`src/hdl/apple1_defines.svh`:
```
// Clock divide, reset hold and baud divide values
// Address map bases and the unmapped read value
`ifndef APPLE1_DEFINES_SVH
`define APPLE1_DEFINES_SVH

//////////////////////////////////////////////////
// Timing

`define CPU_CLK_DIV   25          // 25 MHz down to a 1 MHz CPU enable
`define RESET_HOLD    4           // Enable pulses before the CPU leaves reset
`define UART_DIV      16          // clk25 cycles per serial bit, fast for simulation

//////////////////////////////////////////////////
// Address map

`define RAM_TOP       16'h1FFF    // RAM from 0x0000 up to here
`define TERM_BASE     16'hD010    // Four terminal registers
`define MODE_BASE     16'hC000    // Display mode register page

// Value seen on reads where nothing answers
`define UNMAPPED_DATA 8'hFF

`endif
```
`src/hdl/cpu_clock_enable.sv`:
```
// CPU clock enable divider
// One clk25 wide pulse every CPU_CLK_DIV cycles
`timescale 1ns/10ps
`default_nettype none
`include "apple1_defines.svh"

module cpu_clock_enable
(
    input  wire  clk25,
    input  wire  rst,
    output logic cpu_clken
);
    localparam int              div_w    = $clog2(`CPU_CLK_DIV);
    localparam logic [div_w-1:0] div_last = div_w'(`CPU_CLK_DIV - 1);
    localparam logic [div_w-1:0] pulse_at = div_w'(`CPU_CLK_DIV - 2);  // Registered one early

    logic [div_w-1:0] div_cnt;

    always_ff @(posedge clk25 or posedge rst)
    begin
        if (rst)
        begin
            div_cnt   <= '0;
            cpu_clken <= 1'b0;                               // Quiet while in reset
        end
        else
        begin
            div_cnt   <= (div_cnt == div_last) ? '0 : div_cnt + 1'b1;  // Wraps
            cpu_clken <= (div_cnt == pulse_at);
        end
    end

endmodule

`default_nettype wire

```
`config.mk`:
```
export PLATFORM = sky130hd
export DESIGN_NAME = cpu_clock_enable
export DESIGN_NICKNAME = d
export VERILOG_FILES = /design/src/hdl/cpu_clock_enable.sv
export VERILOG_INCLUDE_DIRS = /design/src /design/src/hdl
export SDC_FILE = /design/constraint.sdc
export NUM_CORES = 1
export LEC_CHECK = 0
export BUFFER_PORTS_ARGS = -buffer_cell sky130_fd_sc_hd__buf_4
export CAP_MARGIN = 20
export CORE_AREA = 5 5 42 44
export CTS_BUF_LIST = sky130_fd_sc_hd__clkbuf_4 sky130_fd_sc_hd__clkbuf_8
export CTS_CLUSTER_DIAMETER = 200
export DETAILED_ROUTE_END_ITERATION = 12
export DIE_AREA = 0 0 47 49
export GPL_TIMING_DRIVEN = 0
export HOLD_SLACK_MARGIN = 0.05
export SYNTH_ARGS = -nofsm -noshare
export SYNTH_HDL_FRONTEND = slang
export SYNTH_SLANG_ARGS = --single-unit
export TNS_END_PERCENT = 10
```
`constraint.sdc`:
```
create_clock -name clk25 -period 1.1 [get_ports clk25]
set_input_delay 0.055 -clock clk25 [delete_from_list [all_inputs] [get_ports clk25]]
set_output_delay 0.055 -clock clk25 [all_outputs]
set_load 0.02 [all_outputs]
```
==> results.txt, run 1 <==
The tree is rooted in a sky130_fd_sc_hd__clkbuf_4. The aggregate negative setup slack came out at 0 ps. The tree built by TritonCTS fans out to 6 sinks. Of all cell types, the one taking the most synthesized area is sky130_fd_sc_hd__dfrtp_1. Overall power consumption after layout is estimated at roughly 0.43 mW. Per report_power, the combinational group accounts for under 10% of the total. The worst setup path is captured at a flip-flop. Of the total power, the share spent switching nets is about a fifth. Once the floorplan was initialized, standard cells occupied 20.4% of the core. The via count is between 200 and 250. Internal power comes to 0.350 mW. The unique cell type count in the Yosys netlist came out at 14.

The setup skew after layout came out at approximately 0.93 ps. Summed over all layers, the routed wires come to 484 um. The final count of pins violating max slew is 0. The worst setup path is launched from a flip-flop.

The uppermost metal layer occupied by signal nets is met4. The share of total power dissipated in the clock network is between 40% and 50%. In this run the post-CTS setup repair buffer count came out at 0. The required time at the endpoint of the critical path is 1230 ps. The number of nets in the synthesized netlist is 30. The layout cell share with drive strength beyond 1 came out at about a quarter. The largest fanout on the critical path came out at 5. The filler cells instantiated in the layout total 152.

Leaving out fill and tap cells, the most frequent cells in the layout are 6 x sky130_fd_sc_hd__dfrtp_1, 5 x sky130_fd_sc_hd__nand2_1, 3 x sky130_fd_sc_hd__inv_1, 3 x sky130_fd_sc_hd__clkbuf_4, 2 x sky130_fd_sc_hd__buf_4. The final estimated routing congestion in global placement is ~0.72. The share of synthesized cell area in and, or, nand and nor gates came out at 18.4%. The sequential cell area came out at 150 um2. The worst-case IR drop observed on VDD is about 570 uV. The worst path meets setup with around 87 ps of slack. The residual overflow from global routing is 0. The final critical path time including I/O delays and setup is around 1000 ps.

The die covers 0.00230 mm2. The area of the core region came out at between 0.001 and 0.0015 mm2. For the pin with the worst max-slew slack, the measured transition is between 200 and 250 ps. The number of routed nets with antenna violations came out at 0. The CTS clock-pin slew for the worst setup and hold paths came out at 40 ps. The portion of the clock cycle consumed by the worst path in the final layout came out at just over 90%. In the global route stage, overall resource usage came out at roughly 5.7%. The die span in x is 47 um.

After detailed routing, the number of remaining DRC violations is 0. Leaving out fill and tap cells, the most frequent cell in the layout is sky130_fd_sc_hd__dfrtp_1. The number of detailed-routing iterations run before antenna repair is 2. The flip-flop and latch count after synthesis came out at 6. The final routed wire length divided by cell count came out at between 10 and 15 um.

The first-pass GRT wire length is about 860 um. In the post-synthesis netlist, the biggest area contributors are sky130_fd_sc_hd__dfrtp_1 53%, sky130_fd_sc_hd__ha_1 8.8%, sky130_fd_sc_hd__nand2_1 6.6%. For this design the static power due to leakage is about 0.17 nW.

The switching power total is between 0.08 and 0.09 mW. The standard-cell row count came out at 14. The number of port buffers is 2. Setup repair after global routing left no endpoint under its margin. In this run the deepest clock path goes through 2 buffers. The area added between synthesis and finish is 28.1%. The flow ran to the end, and the final reports show no timing, DRC or antenna violations.

The via count of the first global-routing pass came to roughly 190. The number of placed instances with taps included came out at 44. The latest clock arrival within the worst-skew pair is between 200 and 300 ps. The routed length on met2 came out at about 200 um.

In this run the tightest slew margin relative to its limit is between 80% and 90%. The pre-CTS setup slack came out at about 47 ps. The total length of routed met3 wires came out at around 50 um.

For this block, the initial DRC count from the detailed router was 4. TritonCTS built the clock tree. The power per unit of standard cell area is 1190 mW/mm2. After synthesis, the largest area contributor takes up between 50% and 60% of total cell area. Timing would allow up to around 1 GHz. The largest family of logic cells by synthesized area is simple AND/OR/NAND/NOR gates. The average size of a mapped cell came out at between 10 and 15 um2. The die height is ~49 um.

Of the total power, registers draw 51.0%. The worst setup path is of the reg2reg kind. The sum of net half-perimeters after detailed placement came out at approximately 340 um. The arrival time reported for the critical path endpoint came out at 1150 ps. The CTS H-tree depth is 1.

After detailed routing, the wire length on met1 is roughly 210 um. The number of warnings issued by yosys is 0. The fraction of the mapped netlist area in compound gates is under 10%. The per-cell via count in the routed design came out at roughly 4.3. The hold violation total from the final report came to 0. The cell area that synthesis handed to floorplanning was around 290 um2. The count of maximum capacitance violations is 0. The final cell count without fillers is 48.

The area share of fa/ha/maj cells after synthesis is 8.77%. The final count of negative-setup-slack endpoints is 0. The number of instances in the synthesized netlist is 26.

The multi-input combinational cells in the finished layout cover a total of 136 um2. After synthesis, the share of cell area in mux cells is under 10%. The sequential element share of the synthesized area came out at between 50% and 60%. The min-delay analysis places its worst path in the category in2async. For this run, the post-layout net count is 38. The TritonCTS buffer count came out at 3. Summing the areas of all xor and xnor instances in the mapped netlist gives between 3 and 4% of the synthesized area.

The number of top-level pins is 3. The number of antenna violations at the first check in global routing came out at 0. The count of antenna diodes in the layout came out at 0. The maximum number of pins on one net before global-route repair is 8.
cell type report:
class	instances	area share, %
Tap cell	16	5.48
Multi-Input combinational cell	17	37.3
Timing Repair Buffer	3	6.85
Inverter	3	3.08
Sequential cell	6	41.1
Clock buffer	3	6.16
path summary, 6_finish.rpt:
kind                                      start              endpoint  slack [ps]  cells past startpoint
max in group asynchronous                   rst  div_cnt[0]$_DFF_PP0_         620                      3
setup reg to reg           div_cnt[0]$_DFF_PP0_   cpu_clken$_DFF_PP0_          90                      2
min in group clk25         div_cnt[0]$_DFF_PP0_  div_cnt[0]$_DFF_PP0_         480                      1
hold reg to reg            div_cnt[0]$_DFF_PP0_  div_cnt[0]$_DFF_PP0_         480                      1
hold / removal                              rst   cpu_clken$_DFF_PP0_         290                      3
setup / recovery           div_cnt[0]$_DFF_PP0_   cpu_clken$_DFF_PP0_          90                      2
metrics by stage:
stage / instance area, um2 / util (%) / hold WS (ps)
2_1_floorplan: 285 / - / -154
6_report: 365 / 26.1 / 286
3_5_place_dp: 320 / 22.9 / -4.73
3_3_place_gp: 320 / 22.9 / -7.17
5_1_grt: 365 / 26.1 / 313
4_1_cts: 353 / 25.2 / 288
critical path, cell delays in order (launching register included):
cell and delay [ps]:
sky130_fd_sc_hd__dfrtp_1 400, sky130_fd_sc_hd__ha_1 270, sky130_fd_sc_hd__and4b_2 240
timing repair:
item | in CTS | in global routing
endpoints found under the setup margin | 0 | 2
resized for setup | 0 | 3
hold endpoints to repair | 6 | 0
hold buffers | 1 | 0
cells by family after synthesis:
family,after synthesis
buffers and inverters,3
multiplexers,1
XOR/XNOR,1
AND/OR/NAND/NOR,9
adder cells (fa/ha/maj),2
flip-flops,6
AO/OA/AOI/OAI,4
sequential cells by signal (all words and copies together), names as in the netlist:
register and flops:
cpu_clken 1, div_cnt 5
Yosys cell counts:
cell type                  n
sky130_fd_sc_hd__nand4b_1  1
sky130_fd_sc_hd__o21ai_0   1
sky130_fd_sc_hd__dfrtp_1   6
sky130_fd_sc_hd__o211ai_1  1
sky130_fd_sc_hd__a22o_1    1
sky130_fd_sc_hd__a31oi_1   1
sky130_fd_sc_hd__ha_1      2
sky130_fd_sc_hd__mux2i_1   1
sky130_fd_sc_hd__nand2_1   5
sky130_fd_sc_hd__xnor2_1   1
sky130_fd_sc_hd__inv_1     3
sky130_fd_sc_hd__nor2b_2   1
sky130_fd_sc_hd__nand3_1   1
sky130_fd_sc_hd__and4b_2   1
power by group through the flow:
stage	Sequential [mW]	Combinational (mW)	Clock (mW)
detailed placement	0.225	0.00755	0
finish	0.222	0.00996	0.203
global placement	0.225	0.00745	0
CTS	0.221	0.0104	0.215
floorplan	0.225	0.00352	0
global route	0.221	0.0118	0.238
layer usage:
metal / track usage (%) / vias up
li1: - / 105
met1: 6.49 / 94
met2: 6.33 / 6
met3: 5.54 / 3
met4: 4.15 / 0
met5: 0 / -
No activity file was read; power rests on OpenSTA's default activity.
==> inputs of run 2 (changes only) <==
--- a/config.mk
+++ b/config.mk
@@ -15,6 +15,7 @@
 export DIE_AREA = 0 0 47 49
 export GPL_TIMING_DRIVEN = 0
 export HOLD_SLACK_MARGIN = 0.05
+export RECOVER_POWER = 50
 export SYNTH_ARGS = -nofsm -noshare
 export SYNTH_HDL_FRONTEND = slang
 export SYNTH_SLANG_ARGS = --single-unit
==> constraint.sdc (replaced) <==
create_clock -name clk25 -period 1.2 [get_ports clk25]
set_input_delay 0.06 -clock clk25 [delete_from_list [all_inputs] [get_ports clk25]]
set_output_delay 0.06 -clock clk25 [all_outputs]
set_load 0.02 [all_outputs]
==> run 2 against run 1 <==
Net effect:
- die area did not move
- count of clock-buffer cells in the layout stayed put
- clock skew about the same
- via count fell by 1.9%
- utilization decreased by 0.89 points
- critical path depth grew 3
- clock power shrank 9.9%
- wire length shrank 0.21%
- power fell by 9.1%
- flip-flop and latch count is the same
- sequential power is 9% lower
- critical path type unchanged
- critical endpoint is now div_cnt[4]$_DFF_PP0_
- highest routed layer is now met3
==> results.txt, run 2 (same netlist as run 1, synthesis figures left out) <==
The flow ran to the end, and the final reports show no timing, DRC or antenna violations. Setup repair after global routing left no endpoint under its margin. The number of detailed-routing iterations run before antenna repair is 3 (+1). The register with the most flip-flops in the final layout is div_cnt. The area added between synthesis and finish came out at 23.7%. The pre-CTS setup slack was 147 ps (+100 ps).

The latest clock arrival within the worst-skew pair came out at 240 ps (about the same). The per-cell via count in the routed design is 4.25 (-1.9%). The worst setup path is launched from a flip-flop. The total power after layout came out at 0.395 mW (-9.1%).

The combinational cell fraction of total power came out at 2.2% (about the same). The number of antenna violations at the first check in global routing is 0 (unchanged). In this run the critical register-to-register path is captured at div_cnt[4]$_DFF_PP0_.

The final critical path time including I/O delays and setup is 1060 ps (+50.1 ps). The die height came to 49 um (unchanged). The residual overflow from global routing is 0 (unchanged). The worst relative slew slack is 83.7% (-0.19 points). The switching part of the total power is 18.9% (-0.61 points). The share of power burned in the clock network is 46.3% (-0.4 points). The setup path with the least slack is of type reg2reg. The min-delay analysis places its worst path in the category in2async. The internal cell power is 0.320 mW (-8.4%).

The power share of the sequential group came out at 51.4% (+0.4 points). The first-pass GRT wire length was 855 um (unchanged). The arrival time reported for the critical path endpoint is 1220 ps (+70 ps). The slew at the pin closest to its max-slew limit is 244 ps (+3.18 ps).

The overall routing resource usage came to 5.74% (unchanged). The sum of net half-perimeters after detailed placement is 341 um (unchanged). The CTS H-tree depth came out at 1 (unchanged). The final estimated routing congestion in global placement is 0.725 (unchanged). The via count of the first global-routing pass is 188 (unchanged). The critical path starts at div_cnt[0]$_DFF_PP0_. The final count of pins violating max slew is 0 (unchanged). The post-layout utilization of the core is 25.2% (-0.89 points). The worst-case register-to-register setup slack came out at 140 ps (+50 ps).

The timing-limited maximum frequency came to 0.941 GHz (-4.7%). The CTS clock-pin slew for the worst setup and hold paths was 40 ps (about the same). The setup skew after layout came out at 0.779 ps (-0.153 ps). The number of port buffers is 2 (unchanged). The power per unit of standard cell area was 1120 mW/mm2 (-5.9%). The filler cell count is 152 (unchanged).

The worst register-to-register path begins at div_cnt[0]$_DFF_PP0_. The total wirelength of the detailed-routed design is 483 um (-0.21%). The number of nets in the layout is 38 (unchanged). The starting density of the core is 20.4% (unchanged). The count of clock tree sinks came out at 6 (unchanged). The largest fanout on the critical path is 4 (-1).

The cell area after layout came out at 353 um2 (-3.4%). The number of flip-flops under the largest register name came out at 5 (unchanged). The library cells used most frequently in the layout, excluding fill and tap cells, are 6 x sky130_fd_sc_hd__dfrtp_1, 5 x sky130_fd_sc_hd__nand2_1, 4 x sky130_fd_sc_hd__clkbuf_4. TritonCTS built the clock tree. The hold violation total from the final report is 0 (unchanged). The required time at the endpoint of the critical path came out at 1360 ps (+130 ps). The layout cell share with drive strength beyond 1 came out at 21.9% (-3.1 points). The switching power total is 0.0748 mW (-12%). The tree is rooted in a sky130_fd_sc_hd__clkbuf_4. The number of routed nets with antenna violations is 0 (unchanged). The count of maximum capacitance violations came out at 0 (unchanged). The maximum vdd drop came out at 522 uV (-8.1%). The final count of negative-setup-slack endpoints came to 0 (unchanged).

The area of the die was 0.00230 mm2 (unchanged). The die span in x came out at 47 um (unchanged). The area after detailed placement came to 320 um2 (unchanged). The sequential cell area came out at 150 um2 (unchanged). The area of the core region is 0.00140 mm2 (unchanged). The largest registers in the layout are div_cnt x5, cpu_clken x1.

The maximum clock path buffer count is 2 (unchanged). The number of placed instances with taps included is 44 (unchanged). The via count is 204 (-1.9%).

The final cell count without fillers came out at 48 (unchanged). The final-layout worst hold slack is 290 ps (+3.85 ps). The DRC marker count from the first detailed-route iteration is 4 (unchanged). The logic depth of the worst register-to-register path came out at 5 (+3). The detailed-route DRC error count is 0 (unchanged).

The worst setup margin came out at 137 ps (+49.9 ps). The final routed wire length divided by cell count is 10.1 um (-0.21%). The worst setup path is captured at a flip-flop.

Leaving out fill and tap cells, the most frequent cell in the layout is sky130_fd_sc_hd__dfrtp_1. The count of antenna diodes in the layout is 0 (unchanged). The standard-cell row count came out at 14 (unchanged).

The TritonCTS buffer count came out at 3 (unchanged). The footprint of the multi-input gates is 124 um2 (-9.2%). The total leakage power was 0.164 nW (-1.2%). The aggregate negative setup slack came out at 0 ps (unchanged). The number of gates resized after CTS was 0 (unchanged).

The maximum number of pins on one net before global-route repair came out at 8 (unchanged). The portion of the clock cycle consumed by the worst path in the final layout is 88.6% (-3.5 points). The number of top-level pins came out at 3 (unchanged).
run 2: final cells by class:
| cell class | count | share of cell area, % |
|---|---|---|
| clock buffers | 3 | 6.38 |
| inverters | 3 | 3.19 |
| multi-input cells | 17 | 35.1 |
| flip-flops and latches | 6 | 42.6 |
| well taps | 16 | 5.67 |
| repair buffers | 3 | 7.09 |
run 2: worst max path at each step:
| stage | end | slack, ps |
|---|---|---|
| 4_1_cts | div_cnt[4]$_DFF_PP0_ | 130 |
| 6_report | div_cnt[4]$_DFF_PP0_ | 140 |
| 3_3_place_gp | div_cnt[3]$_DFF_PP0_ | 160 |
| 5_1_grt | div_cnt[4]$_DFF_PP0_ | 20 |
| 3_5_place_dp | div_cnt[4]$_DFF_PP0_ | 150 |
| 2_1_floorplan | div_cnt[3]$_DFF_PP0_ | 210 |
run 2: per-layer routing:
metal | wire length (um) | GRT usage (%) | up-vias
li1 | - | - | 104
met2 | 218 | 6.33 | 5
met3 | 41 | 5.54 | 0
met4 | 0 | 4.15 | 0
met1 | 223 | 6.49 | 95
met5 | 0 | 0 | -
run 2: power groups by stage:
stage / combinational, mW / sequential, mW / clock [mW]
2_1_floorplan: 0.00323 / 0.206 / 0
3_3_place_gp: 0.00683 / 0.206 / 0
3_5_place_dp: 0.00692 / 0.206 / 0
4_1_cts: 0.00953 / 0.203 / 0.197
5_1_grt: 0.0106 / 0.202 / 0.216
6_report: 0.00886 / 0.203 / 0.183
run 2: timing repair:
item | CTS | global route
hold buffers | 1 | 0
buffers inserted | 0 | 0
endpoints found under the hold margin | 6 | 0
run 2: critical path: stages, from the launching register on:
cell and delay (ps):
sky130_fd_sc_hd__dfrtp_1 380, sky130_fd_sc_hd__inv_1 60, sky130_fd_sc_hd__ha_1 230, sky130_fd_sc_hd__o21ai_0 160
sky130_fd_sc_hd__nand2_1 70, sky130_fd_sc_hd__o211ai_1 80
==> inputs of run 3 (changes only) <==
--- a/config.mk
+++ b/config.mk
@@ -13,7 +13,6 @@
 export CTS_CLUSTER_DIAMETER = 200
 export DETAILED_ROUTE_END_ITERATION = 12
 export DIE_AREA = 0 0 47 49
-export GPL_TIMING_DRIVEN = 0
 export HOLD_SLACK_MARGIN = 0.05
 export RECOVER_POWER = 50
 export SYNTH_ARGS = -nofsm -noshare
==> run 3 against run 2 <==
Net effect:
- global-route usage down 0.28 points
- hold slack worse by 6.1 ps
- worst setup slack worse by 13 ps
- clock power about the same
- clock skew about the same
- register-to-register slack about the same
- sequential share of layout area unchanged
- largest cell class unchanged
==> results.txt, run 3 (same netlist as run 1, synthesis figures left out) <==
The CTS H-tree depth came to 1 (unchanged). The hold violation total from the final report came out at 0 (unchanged). The setup skew after layout is 0.483 ps (-0.295 ps). The top register by number of flip-flops is div_cnt.

The sum of net half-perimeters after detailed placement came out at 342 um (+0.38%). The post-layout utilization of the core came out at 25.2% (unchanged). The total leakage power is 0.164 nW (unchanged). The CTS clock-pin slew for the worst setup and hold paths was 40 ps (about the same). The area of the core region came to 0.00140 mm2 (unchanged). The end of the worst register-to-register path is div_cnt[3]$_DFF_PP0_.

The cell area after layout is 353 um2 (unchanged). The power per unit of standard cell area came to 1120 mW/mm2 (+0.14%). The maximum number of pins on one net before global-route repair was 8 (unchanged). The total wirelength of the detailed-routed design came out at 498 um (+3.1%). The library cells used most frequently in the layout, excluding fill and tap cells, are 6 x sky130_fd_sc_hd__dfrtp_1, 5 x sky130_fd_sc_hd__nand2_1, 4 x sky130_fd_sc_hd__clkbuf_4.

STA classifies the critical path endpoint as a flip-flop. The residual overflow from global routing is 0 (unchanged). The count of antenna diodes in the layout came to 0 (unchanged).

The final estimated routing congestion in global placement is 0.676 (-6.7%). The total power after layout is 0.396 mW (+0.14%). The number of detailed-routing iterations run before antenna repair came out at 1 (-2). Setup repair after global routing left no endpoint under its margin.

The count of clock tree sinks came to 6 (unchanged). The worst-case register-to-register setup slack came out at 120 ps (about the same). The arrival time reported for the critical path endpoint is 1210 ps (about the same). The first-pass GRT wire length is 834 um (-2.5%). The run finished with clean final reports. The per-cell via count in the routed design came out at 4.35 (+2.5%). The area after detailed placement is 320 um2 (unchanged). The area of the die is 0.00230 mm2 (unchanged). The post-CTS setup buffer count was 0 (unchanged).

The worst relative slew slack is 83.1% (-0.60 points). The count of maximum capacitance violations came out at 0 (unchanged). The die span in x came out at 47 um (unchanged). The overall routing resource usage came to 5.46% (-0.28 points).

The final routed wire length divided by cell count is 10.4 um (+3.1%). The required time at the endpoint of the critical path is 1330 ps (-30 ps). The number of gates resized after CTS is 0 (unchanged). The startpoint identified for the worst register-to-register timing path is div_cnt[0]$_DFF_PP0_. The latest clock arrival within the worst-skew pair is 240 ps (about the same). The number of nets in the layout came out at 38 (unchanged). The number of antenna violations at the first check in global routing came out at 0 (unchanged). The critical path class is reg2reg. The detailed-route DRC error count came out at 0 (unchanged).

The final count of negative-setup-slack endpoints came out at 0 (unchanged). The number of placed instances with taps included came out at 44 (unchanged). The layout cell share with drive strength beyond 1 was 21.9% (unchanged). The largest fanout on the critical path is 4 (unchanged). Leaving out fill and tap cells, the most frequent cell in the layout is sky130_fd_sc_hd__dfrtp_1. The final count of pins violating max slew is 0 (unchanged).

The DRC marker count from the first detailed-route iteration came to 0 (-4). The number of port buffers came to 2 (unchanged). The standard-cell row count came out at 14 (unchanged). The number of flip-flops under the largest register name is 5 (unchanged).

The maximum clock path buffer count is 2 (unchanged). The portion of the clock cycle consumed by the worst path in the final layout is 89.7% (+1.1 points). The final-layout worst hold slack came out at 284 ps (-6.10 ps). The slew at the pin closest to its max-slew limit came out at 253 ps (+9.05 ps). The pre-CTS setup slack came to 145 ps (-1.31 ps). In the final layout, the registers with the most flip-flops are div_cnt x5, cpu_clken x1. The die height came to 49 um (unchanged). The starting density of the core is 20.4% (unchanged).

The worst hold path class is in2async. The number of hold buffers added after CTS is 1 (unchanged). The TritonCTS buffer count is 3 (unchanged). The number of routed nets with antenna violations was 0 (unchanged). The area added between synthesis and finish is 23.7% (unchanged).

The timing-limited maximum frequency came out at 0.929 GHz (-1.2%). The maximum vdd drop is 611 uV (+17%). The logic depth of the worst register-to-register path is 4 (-1). The aggregate negative setup slack came out at 0 ps (unchanged). The via count came out at 209 (+2.5%).

The final cell count without fillers came out at 48 (unchanged). The clock tree from TritonCTS is yes. The category of the worst setup path launch point is a flip-flop. The via count of the first global-routing pass was 190 (+1.1%). The worst setup margin came out at 124 ps (-13.3 ps). CTS placed an instance of sky130_fd_sc_hd__clkbuf_4 at the clock tree root.

The final critical path time including I/O delays and setup is 1080 ps (+13.3 ps). The number of top-level pins is 3 (unchanged).
[run 3: worst max path at each step]
| stage | from | to | slack [ps] |
|---|---|---|---|
| 5_1_grt | div_cnt[0]$_DFF_PP0_ | div_cnt[4]$_DFF_PP0_ | 60 |
| 4_1_cts | div_cnt[0]$_DFF_PP0_ | div_cnt[3]$_DFF_PP0_ | 120 |
| 2_1_floorplan | div_cnt[0]$_DFF_PP0_ | div_cnt[3]$_DFF_PP0_ | 210 |
| 6_report | div_cnt[0]$_DFF_PP0_ | div_cnt[3]$_DFF_PP0_ | 120 |
| 3_3_place_gp | div_cnt[0]$_DFF_PP0_ | div_cnt[3]$_DFF_PP0_ | 160 |
| 3_5_place_dp | div_cnt[0]$_DFF_PP0_ | div_cnt[3]$_DFF_PP0_ | 150 |
[run 3: worst max-delay path, cell delays in order (launching register included)]
cell and delay, ps:
sky130_fd_sc_hd__dfrtp_1 400, sky130_fd_sc_hd__inv_1 70, sky130_fd_sc_hd__ha_1 220, sky130_fd_sc_hd__nand2_1 70, sky130_fd_sc_hd__a22o_1 200
[run 3: per-layer routing]
metal	wire [um]	vias to the layer above	track usage [%]
li1	-	104	-
met3	64	0	6.64
met4	0	0	1.38
met1	235	99	6.29
met2	199	6	6.33
met5	0	-	0
[run 3: final cells by class]
class | instances | area (um2)
well taps | 16 | 20.0
fillers | 156 | 1050
flip-flops and latches | 6 | 150
clock buffers | 3 | 22.5
inverters | 3 | 11.3
multi-input cells | 17 | 124
repair buffers | 3 | 25.0
[run 3: where the power goes]
part | internal [mW] | switching, mW | leakage, nW | total (mW)
sequential | 0.203 | 0 | 0.0697 | 0.203
clock | 0.113 | 0.0709 | 0.0138 | 0.184
combinational | 0.00421 | 0.00444 | 0.0801 | 0.00865
total | 0.320 | 0.0753 | 0.164 | 0.396
